--- config.mk ---
export PLATFORM = sky130hd
export DESIGN_NAME = mpu_top
export DESIGN_NICKNAME = d
export VERILOG_FILES = /design/src/mpu_cfg_pkg.sv /design/src/mpu_bus_pkg.sv /design/src/pma_region.sv /design/src/pma_resolve.sv /design/src/mpu_filter.sv /design/src/mem_target.sv /design/src/mpu_top.sv
export SDC_FILE = /design/constraint.sdc
export NUM_CORES = 2
export LEC_CHECK = 0
export BUFFER_PORTS_ARGS = -buffer_cell sky130_fd_sc_hd__buf_2
export CAP_MARGIN = 25
export CORE_MARGIN = 5
export CORE_UTILIZATION = 61
export DETAILED_ROUTE_END_ITERATION = 16
export PLACE_DENSITY = 0.77
export SLEW_MARGIN = 10
export SYNTH_ARGS = -nofsm -noshare
export SYNTH_HDL_FRONTEND = slang
export SYNTH_SLANG_ARGS = --single-unit
--- constraint.sdc ---
create_clock -name clk -period 2.7 [get_ports clk]
set_input_delay 0.135 -clock clk [delete_from_list [all_inputs] [get_ports clk]]
set_output_delay 0.135 -clock clk [all_outputs]
set_load 0.005 [all_outputs]
--- src/mpu_cfg_pkg.sv ---
// Region configuration struct, region table limits, bus widths and memory geometry
package mpu_cfg_pkg;

  ///////////////////////////////
  // Bus and memory geometry
  ///////////////////////////////

  // Address and data width of the load/store port
  localparam int unsigned ADDR_W = 32;
  localparam int unsigned DATA_W = 32;

  // Word memory behind the unit, indexed by address bits 7:2
  localparam int unsigned MEM_WORDS = 64;

  ///////////////////////////////
  // Region table
  ///////////////////////////////

  // Upper bound on the number of table entries
  localparam int unsigned MAX_REGIONS = 8;

  // One table entry; base and limit are both inclusive
  typedef struct packed {
    logic [31:0] base;
    logic [31:0] limit;
    logic        rd_en;
    logic        wr_en;
    logic        main;
  } region_cfg_t;

  // Default table, anything above 0xFF is unmapped
  localparam region_cfg_t DEFAULT_REGIONS [4] = '{
    '{base: 32'h0000_0000, limit: 32'h0000_003F, rd_en: 1'b1, wr_en: 1'b1, main: 1'b1},
    '{base: 32'h0000_0040, limit: 32'h0000_007F, rd_en: 1'b1, wr_en: 1'b0, main: 1'b1},
    '{base: 32'h0000_0080, limit: 32'h0000_00BF, rd_en: 1'b1, wr_en: 1'b1, main: 1'b0},
    '{base: 32'h0000_00C0, limit: 32'h0000_00FF, rd_en: 1'b0, wr_en: 1'b1, main: 1'b0}
  };

endpackage

--- src/mpu_bus_pkg.sv ---
// Core response status encoding and the fault filter state encoding
package mpu_bus_pkg;

  ///////////////////////////////
  // Response status
  ///////////////////////////////

  // Status returned with every core response
  typedef enum logic [1:0] {
    RESP_OK       = 2'b00,
    RESP_RD_FAULT = 2'b01,
    RESP_WR_FAULT = 2'b10
  } resp_status_e;

  ///////////////////////////////
  // Filter FSM
  ///////////////////////////////

  // WAIT states drain the bus, RESP states pulse the fault response
  typedef enum logic [2:0] {
    MPU_IDLE    = 3'd0,
    MPU_RD_WAIT = 3'd1,
    MPU_WR_WAIT = 3'd2,
    MPU_RD_RESP = 3'd3,
    MPU_WR_RESP = 3'd4
  } mpu_state_e;

endpackage

--- src/pma_region.sv ---
// Single PMA region checker: inclusive range match and attribute outputs
`timescale 1ns/1ps

module pma_region #(
  // Table entry handled by this checker
  parameter mpu_cfg_pkg::region_cfg_t CFG = '0
) (
  input  logic [mpu_cfg_pkg::ADDR_W-1:0] addr_i,
  output logic                           match_o,
  output logic                           rd_en_o,
  output logic                           wr_en_o,
  output logic                           main_o
);

  logic above_base;
  logic below_limit;

  // Both bounds are inclusive
  assign above_base  = (addr_i >= CFG.base);
  assign below_limit = (addr_i <= CFG.limit);

  // Region hit
  assign match_o = above_base && below_limit;

  // Attributes are static per region
  // Only meaningful while match_o is high
  assign rd_en_o = CFG.rd_en;
  assign wr_en_o = CFG.wr_en;
  assign main_o  = CFG.main;

endmodule

--- src/pma_resolve.sv ---
// Priority resolver over all region results, producing one fault decision
`timescale 1ns/1ps

module pma_resolve #(
  parameter int unsigned NUM_REGIONS = 4
) (
  input  logic [NUM_REGIONS-1:0] match_i,
  input  logic [NUM_REGIONS-1:0] rd_en_i,
  input  logic [NUM_REGIONS-1:0] wr_en_i,
  input  logic [NUM_REGIONS-1:0] main_i,
  input  logic                   we_i,
  input  logic [1:0]             addr_lsb_i,
  output logic                   fault_o
);

  logic hit;
  logic sel_rd;
  logic sel_wr;
  logic sel_main;
  logic misaligned;

  // Table size must stay within the supported range
  if ((NUM_REGIONS < 1) || (NUM_REGIONS > mpu_cfg_pkg::MAX_REGIONS)) begin : g_bad_size
    $error("pma_resolve: NUM_REGIONS out of range");
  end

  // Walk from the top down so the lowest matching index wins
  always_comb begin
    hit      = 1'b0;
    sel_rd   = 1'b0;
    sel_wr   = 1'b0;
    sel_main = 1'b0;
    for (int i = NUM_REGIONS - 1; i >= 0; i--) begin
      if (match_i[i]) begin
        hit      = 1'b1;
        sel_rd   = rd_en_i[i];
        sel_wr   = wr_en_i[i];
        sel_main = main_i[i];
      end
    end
  end

  // Word accesses only, any low bit set is misaligned
  assign misaligned = |addr_lsb_i;

  // Unmapped, missing permission, or misaligned outside main memory
  assign fault_o = !hit
                || ( we_i && !sel_wr)
                || (!we_i && !sel_rd)
                || (misaligned && !sel_main);

endmodule

--- src/mpu_filter.sv ---
// Fault-consuming filter FSM, outstanding access counter, bus forwarding and response merge
`timescale 1ns/1ps

module mpu_filter (
  input  logic                             clk,
  input  logic                             rst_n,

  // Core request
  input  logic                             core_valid_i,
  input  logic [mpu_cfg_pkg::ADDR_W-1:0]   core_addr_i,
  input  logic                             core_we_i,
  input  logic [mpu_cfg_pkg::DATA_W-1:0]   core_wdata_i,
  output logic                             core_ready_o,

  // Region check
  input  logic                             chk_fault_i,
  output logic [mpu_cfg_pkg::ADDR_W-1:0]   chk_addr_o,

  // Bus request
  output logic                             bus_valid_o,
  output logic [mpu_cfg_pkg::ADDR_W-1:0]   bus_addr_o,
  output logic                             bus_we_o,
  output logic [mpu_cfg_pkg::DATA_W-1:0]   bus_wdata_o,
  input  logic                             bus_ready_i,

  // Bus response
  input  logic                             bus_rvalid_i,
  input  logic [mpu_cfg_pkg::DATA_W-1:0]   bus_rdata_i,

  // Core response, always accepted
  output logic                             core_resp_valid_o,
  output logic [mpu_cfg_pkg::DATA_W-1:0]   core_resp_rdata_o,
  output mpu_bus_pkg::resp_status_e        core_resp_status_o
);

  mpu_bus_pkg::mpu_state_e   state_q;
  mpu_bus_pkg::mpu_state_e   state_n;
  mpu_bus_pkg::resp_status_e err_status;
  logic [1:0]                out_cnt_q;
  logic                      fault_req;
  logic                      block_core;
  logic                      block_bus;
  logic                      err_ready;
  logic                      err_valid;
  logic                      bus_accept;
  logic                      cnt_drained;

  // Failing access offered by the core
  assign fault_req = core_valid_i && chk_fault_i;

  // Count is zero next cycle, no new bus access can start while a fault is pending
  assign cnt_drained = (out_cnt_q == 2'd0) || ((out_cnt_q == 2'd1) && bus_rvalid_i);

  //////////////////////////////
  // Fault FSM
  //////////////////////////////

  always_comb begin
    state_n    = state_q;
    block_core = 1'b0;
    block_bus  = 1'b0;
    err_ready  = 1'b0;
    err_valid  = 1'b0;
    err_status = mpu_bus_pkg::RESP_OK;
    case (state_q)
      mpu_bus_pkg::MPU_IDLE: begin
        if (fault_req) begin
          // Consume the access here, it never reaches the bus
          block_bus = 1'b1;
          err_ready = 1'b1;
          if (core_we_i) begin
            state_n = cnt_drained ? mpu_bus_pkg::MPU_WR_RESP : mpu_bus_pkg::MPU_WR_WAIT;
          end else begin
            state_n = cnt_drained ? mpu_bus_pkg::MPU_RD_RESP : mpu_bus_pkg::MPU_RD_WAIT;
          end
        end
      end
      mpu_bus_pkg::MPU_RD_WAIT, mpu_bus_pkg::MPU_WR_WAIT: begin
        // Hold off new traffic until earlier accesses return
        block_core = 1'b1;
        block_bus  = 1'b1;
        if (cnt_drained) begin
          state_n = (state_q == mpu_bus_pkg::MPU_RD_WAIT) ? mpu_bus_pkg::MPU_RD_RESP
                                                           : mpu_bus_pkg::MPU_WR_RESP;
        end
      end
      mpu_bus_pkg::MPU_RD_RESP, mpu_bus_pkg::MPU_WR_RESP: begin
        // Single-cycle fault response, core never stalls it
        block_core = 1'b1;
        block_bus  = 1'b1;
        err_valid  = 1'b1;
        err_status = (state_q == mpu_bus_pkg::MPU_RD_RESP) ? mpu_bus_pkg::RESP_RD_FAULT
                                                           : mpu_bus_pkg::RESP_WR_FAULT;
        state_n    = mpu_bus_pkg::MPU_IDLE;
      end
      default: begin
        state_n = mpu_bus_pkg::MPU_IDLE;
      end
    endcase
  end

  always_ff @(posedge clk or negedge rst_n) begin
    if (!rst_n) begin
      state_q <= mpu_bus_pkg::MPU_IDLE;
    end else begin
      state_q <= state_n;
    end
  end

  //////////////////////////////
  // Outstanding counter
  //////////////////////////////

  assign bus_accept = bus_valid_o && bus_ready_i;

  // At most two accesses in flight with the two-stage memory
  always_ff @(posedge clk or negedge rst_n) begin
    if (!rst_n) begin
      out_cnt_q <= 2'd0;
    end else begin
      case ({bus_accept, bus_rvalid_i})
        2'b10:   out_cnt_q <= out_cnt_q + 2'd1;
        2'b01:   out_cnt_q <= out_cnt_q - 2'd1;
        default: out_cnt_q <= out_cnt_q;
      endcase
    end
  end

  //////////////////////////////
  // Forwarding and merge
  //////////////////////////////

  // Region check sees the raw core address
  assign chk_addr_o = core_addr_i;

  // Request fields pass straight through
  assign bus_valid_o = core_valid_i && !block_bus;
  assign bus_addr_o  = core_addr_i;
  assign bus_we_o    = core_we_i;
  assign bus_wdata_o = core_wdata_i;

  // Faults are taken regardless of bus stall
  assign core_ready_o = (bus_ready_i && !block_core) || err_ready;

  // Bus and fault responses never collide since RESP waits for the drain
  assign core_resp_valid_o  = bus_rvalid_i || err_valid;
  assign core_resp_rdata_o  = err_valid ? '0 : bus_rdata_i;
  assign core_resp_status_o = err_status;

endmodule

--- src/mem_target.sv ---
// Pipelined word memory with two-cycle read latency and acceptance stall
`timescale 1ns/1ps

module mem_target (
  input  logic                           clk,
  input  logic                           rst_n,

  // Request side
  input  logic                           bus_valid_i,
  input  logic [mpu_cfg_pkg::ADDR_W-1:0] bus_addr_i,
  input  logic                           bus_we_i,
  input  logic [mpu_cfg_pkg::DATA_W-1:0] bus_wdata_i,
  input  logic                           stall_i,
  output logic                           bus_ready_o,

  // Response side
  output logic                           bus_rvalid_o,
  output logic [mpu_cfg_pkg::DATA_W-1:0] bus_rdata_o
);

  localparam int unsigned IDX_W = $clog2(mpu_cfg_pkg::MEM_WORDS);

  logic [mpu_cfg_pkg::DATA_W-1:0] mem_q [mpu_cfg_pkg::MEM_WORDS];
  logic [IDX_W-1:0]               idx;
  logic                           accept;
  logic                           s1_valid_q;
  logic                           s2_valid_q;
  logic [mpu_cfg_pkg::DATA_W-1:0] s1_rdata_q;
  logic [mpu_cfg_pkg::DATA_W-1:0] s2_rdata_q;

  // Stall only blocks new requests
  assign bus_ready_o = !stall_i;
  assign accept      = bus_valid_i && bus_ready_o;

  // Word index from address bits above the byte offset
  assign idx = bus_addr_i[IDX_W+1:2];

  // Array starts out zero, writes land at acceptance
  always_ff @(posedge clk or negedge rst_n) begin
    if (!rst_n) begin
      for (int i = 0; i < int'(mpu_cfg_pkg::MEM_WORDS); i++) begin
        mem_q[i] <= '0;
      end
    end else if (accept && bus_we_i) begin
      mem_q[idx] <= bus_wdata_i;
    end
  end

  //////////////////////////////
  // Response pipeline
  //////////////////////////////

  // Valid bits, one access per stage
  always_ff @(posedge clk or negedge rst_n) begin
    if (!rst_n) begin
      s1_valid_q <= 1'b0;
      s2_valid_q <= 1'b0;
    end else begin
      s1_valid_q <= accept;
      s2_valid_q <= s1_valid_q;
    end
  end

  // Data stages, writes answer with zero
  always_ff @(posedge clk) begin
    s1_rdata_q <= bus_we_i ? '0 : mem_q[idx];
    s2_rdata_q <= s1_rdata_q;
  end

  assign bus_rvalid_o = s2_valid_q;
  assign bus_rdata_o  = s2_rdata_q;

endmodule

--- src/mpu_top.sv ---
// Top level wiring the fault filter, region checkers, priority resolver and word memory
`timescale 1ns/1ps

module mpu_top #(
  parameter int unsigned              NUM_REGIONS             = 4,
  parameter mpu_cfg_pkg::region_cfg_t REGION_CFG [NUM_REGIONS] = mpu_cfg_pkg::DEFAULT_REGIONS
) (
  input  logic                           clk,
  input  logic                           rst_n,
  input  logic                           core_valid_i,
  input  logic [mpu_cfg_pkg::ADDR_W-1:0] core_addr_i,
  input  logic                           core_we_i,
  input  logic [mpu_cfg_pkg::DATA_W-1:0] core_wdata_i,
  output logic                           core_ready_o,
  output logic                           core_resp_valid_o,
  output logic [mpu_cfg_pkg::DATA_W-1:0] core_resp_rdata_o,
  output mpu_bus_pkg::resp_status_e      core_resp_status_o,
  input  logic                           bus_stall_i
);

  logic [mpu_cfg_pkg::ADDR_W-1:0] chk_addr;
  logic                           chk_fault;
  logic [NUM_REGIONS-1:0]         reg_match;
  logic [NUM_REGIONS-1:0]         reg_rd_en;
  logic [NUM_REGIONS-1:0]         reg_wr_en;
  logic [NUM_REGIONS-1:0]         reg_main;
  logic                           bus_valid;
  logic [mpu_cfg_pkg::ADDR_W-1:0] bus_addr;
  logic                           bus_we;
  logic [mpu_cfg_pkg::DATA_W-1:0] bus_wdata;
  logic                           bus_ready;
  logic                           bus_rvalid;
  logic [mpu_cfg_pkg::DATA_W-1:0] bus_rdata;

  // Filter between core port and memory bus
  mpu_filter u_filter (
    .clk                (clk),
    .rst_n              (rst_n),
    .core_valid_i       (core_valid_i),
    .core_addr_i        (core_addr_i),
    .core_we_i          (core_we_i),
    .core_wdata_i       (core_wdata_i),
    .core_ready_o       (core_ready_o),
    .chk_fault_i        (chk_fault),
    .chk_addr_o         (chk_addr),
    .bus_valid_o        (bus_valid),
    .bus_addr_o         (bus_addr),
    .bus_we_o           (bus_we),
    .bus_wdata_o        (bus_wdata),
    .bus_ready_i        (bus_ready),
    .bus_rvalid_i       (bus_rvalid),
    .bus_rdata_i        (bus_rdata),
    .core_resp_valid_o  (core_resp_valid_o),
    .core_resp_rdata_o  (core_resp_rdata_o),
    .core_resp_status_o (core_resp_status_o)
  );

  // One checker per table entry
  for (genvar i = 0; i < NUM_REGIONS; i++) begin : g_region
    pma_region #(
      .CFG (REGION_CFG[i])
    ) u_region (
      .addr_i  (chk_addr),
      .match_o (reg_match[i]),
      .rd_en_o (reg_rd_en[i]),
      .wr_en_o (reg_wr_en[i]),
      .main_o  (reg_main[i])
    );
  end

  // Lowest index wins
  pma_resolve #(
    .NUM_REGIONS (NUM_REGIONS)
  ) u_resolve (
    .match_i    (reg_match),
    .rd_en_i    (reg_rd_en),
    .wr_en_i    (reg_wr_en),
    .main_i     (reg_main),
    .we_i       (core_we_i),
    .addr_lsb_i (chk_addr[1:0]),
    .fault_o    (chk_fault)
  );

  mem_target u_mem (
    .clk          (clk),
    .rst_n        (rst_n),
    .bus_valid_i  (bus_valid),
    .bus_addr_i   (bus_addr),
    .bus_we_i     (bus_we),
    .bus_wdata_i  (bus_wdata),
    .stall_i      (bus_stall_i),
    .bus_ready_o  (bus_ready),
    .bus_rvalid_o (bus_rvalid),
    .bus_rdata_o  (bus_rdata)
  );

endmodule

==> metrics.txt <==
total CTS buffers 211; final instance area 112000 um^2; Post-Synthesis Cell Area 96300 um^2; io pins 105; clk_skew 0.0383 ns; fin nets 7074; DR vias/cell 7.16; DRT Pass-1 Iters 6; number of flops mapped to enable cells by yosys 0; Avg Cell Area, Syn 14.2 um^2; HPWL Detailed 210000 um; routability congestion estimate 0.913; power per cell area 651 nW/um^2; CTS tree yes; Core Box Area 157000 um^2; fin util 71.7%; critical path depth 7; DP Area 104000 um^2; detailed router's first-iteration violation count 8253; # fillers 9858; Clock Latency Late Sink 0.87 ns; Synth top area share 53.4%; Die Wd 407 um; CP Data Arrival Time 3.35 ns; max_cap viols 0; Setup crit start u_filter.state_q[1]; minimum hold slack 0.0573 ns; CP Launch Type flip-flop; Crit Path Max Fanout 20; library cells used by synthesis 83; Root Buffer clkbuf_16; worst path bufs/invs 2; crit path cell chain nor2_1 > xor2_1 > and3_4 > buf_4 > nand4_4 > buf_12 > mux2_1; fmax 379 MHz; share of cells above drive strength 1 20.4%; Max Slew Vio Count 0; Final setup viols 0; reg2reg start u_filter.state_q[1]; CTS Sinks 2119; area grow syn2layout 16.5%; post-CTS setup buffers 0; port bufs 104; worst-margin pin slew 1.06 ns; DRT Wirelength 333000 um; DIE AREA 166000 um^2; Net Count, Synth 6855; post-layout min period 2.64 ns; H-Tree Level Count 4; crit-path leading delay family simple AND/OR/NAND/NOR gates; static leakage 57.1 nW; largest net degree at the start of global routing 148; CP required 3.41 ns; slowest stage delay, CP 0.51 ns; most frequent cells in the layout mux2_1, dfrtp_1, buf_4; Clock Path Buffers 3; first-pass GRT wire length 483000 um; asr flop ratio synth 97.0%; Mapped Cells 6782; post-synthesis sequential area ratio 54.7%; vias after detailed routing 66.3k; initial core utilization 61.5%; fin crit share 97.7%; clock slew at reported path FFs 0.06 ns; Setup CP Type reg2reg; worst vdd ir 0.000706 V; critical path capture point u_mem.mem_q[1473]; total grt overflow 0; Hold Path Class in2async; ys flop type dfrtp_1; r2r setup slk 0.06 ns; Row Count 145; final hold violations 0; RR Endpoint u_mem.mem_q[1473]; top cells by area, synth dfrtp_1, mux2_1, mux4_2; die height 407 um; Crit-path slowest cell and3_4; Worst Setup End Kind flip-flop; drt wl/cell 36.0 um; initial antenna violation count 19; DR DRC count 0; Synth area leader dfrtp_1; Slew headroom 29.0%; Global Route Usage Sum 39.7%; R2R depth 7; unrepaired setup endpoints after global routing false; warnings from Yosys 0; most common cell after layout, fill and taps aside mux2_1; Final ANT Viol Nets 0; Seq cells post-synth 2119; outcome complete, no violations; vias in the first global route 68.6k
[what timing repair did]
item / CTS / global route
resized for setup: 1 / 2
pin swaps: 0 / 0
setup endpoints to repair: 22 / 4
endpoints found under the hold margin: 2182 / 582
hold buffers: 12 / 17
[per-stage QoR]
step           std cells  power, mW  TNS, ns  setup WS (ns)
3_3_place_gp        8797       42.2  -190.27         -0.267
2_1_floorplan       6782       38.7        0          0.229
6_report            9260       73.1        0         0.0622
3_5_place_dp        8799       42.6  -180.20         -0.273
5_1_grt             9245       75.1        0         0.0202
4_1_cts             9209       72.9        0        0.00321
[per-layer routing]
layer  up-vias  GRT usage [%]  part of all wire, %
met5         -              0                0.013
met4         6           24.3                  7.4
met3      1258           13.2                   13
met2      4424           56.9                   43
met1     34900           52.8                   37
li1      25700              -                    -
[power by group]
group,internal [mW],leakage [nW],total (mW),switching (mW)
clock network,17.6,3.61,30.7,13.1
logic,3.13,24.4,7.92,4.80
registers,33.5,29.1,34.4,0.948
total,54.2,57.1,73.1,18.8
[Yosys cell counts (7+ instances only)]
cell type	count
clkbuf_1	372
o21ai_1	31
a22o_1	24
a211oi_1	20
o221ai_1	13
nand4_2	30
nor2b_1	10
dfrtp_1	2055
o2bb2ai_1	17
mux2_1	2061
mux4_2	150
nor4_1	8
or3b_2	8
a221o_1	32
buf_4	26
a21oi_1	78
nor3_1	12
mux2_2	142
a31oi_1	35
o21ai_0	52
nor3b_1	7
a41oi_1	29
nand3_1	19
buf_1	83
o211ai_1	10
a221oi_1	177
a21o_1	7
dfxtp_1	64
nand4_4	20
nand2b_1	15
nand2_1	128
buf_2	253
mux2i_1	276
a22oi_1	177
and4_1	11
o22a_1	28
and2_1	45
and3_1	18
o22ai_1	84
nor2_1	35
a32oi_1	7
[final cells by class]
cell class,count,area [um^2],share of cell area (%)
flip-flops and latches,2119,52700,47.0
multi-input cells,3917,40800,36.3
repair buffers,745,8740,7.79
clock buffers,330,6400,5.70
well taps,2058,2570,2.29
clock inverters,68,960,0.855
diodes,16,40.0,0.0357
inverters,7,36.3,0.0323
[state kept, by name, summed over array words and instances, names as in the netlist]
register / count
u_filter.out_cnt_q: 2
u_mem.mem_q: 2048
u_mem.s1_valid_q: 1
u_mem.s1_rdata_q: 32
u_filter.state_q: 3
u_mem.bus_rdata_o: 32
u_mem.bus_rvalid_o: 1
[worst min-delay path by stage]
stage               slack [ns]                    end
floorplan                -0.16  u_filter.out_cnt_q[0]
global placement          0.05       u_mem.mem_q[290]
detailed placement        0.05       u_mem.mem_q[290]
CTS                      0.007      u_mem.mem_q[1182]
global route              0.05      u_mem.mem_q[1049]
finish                    0.06      u_mem.mem_q[1051]
[worst register-to-register path: stages, from the launching register on]
cell     delay, ns
dfrtp_1       0.38
nor2_1        0.21
xor2_1        0.23
and3_4        0.51
buf_4         0.33
nand4_4       0.19
buf_12        0.26
mux2_1        0.38
[kinds of logic after synthesis]
group	Yosys count	share of synthesized area, %
compound gates	869	6.74
xor+xnor	3	0.0273
fa+ha+maj	4	0.0520
buf+inv	746	3.39
flops	2119	54.7
mux	2629	32.1
simple gates	412	2.95
(Power assumes the default switching activity.)
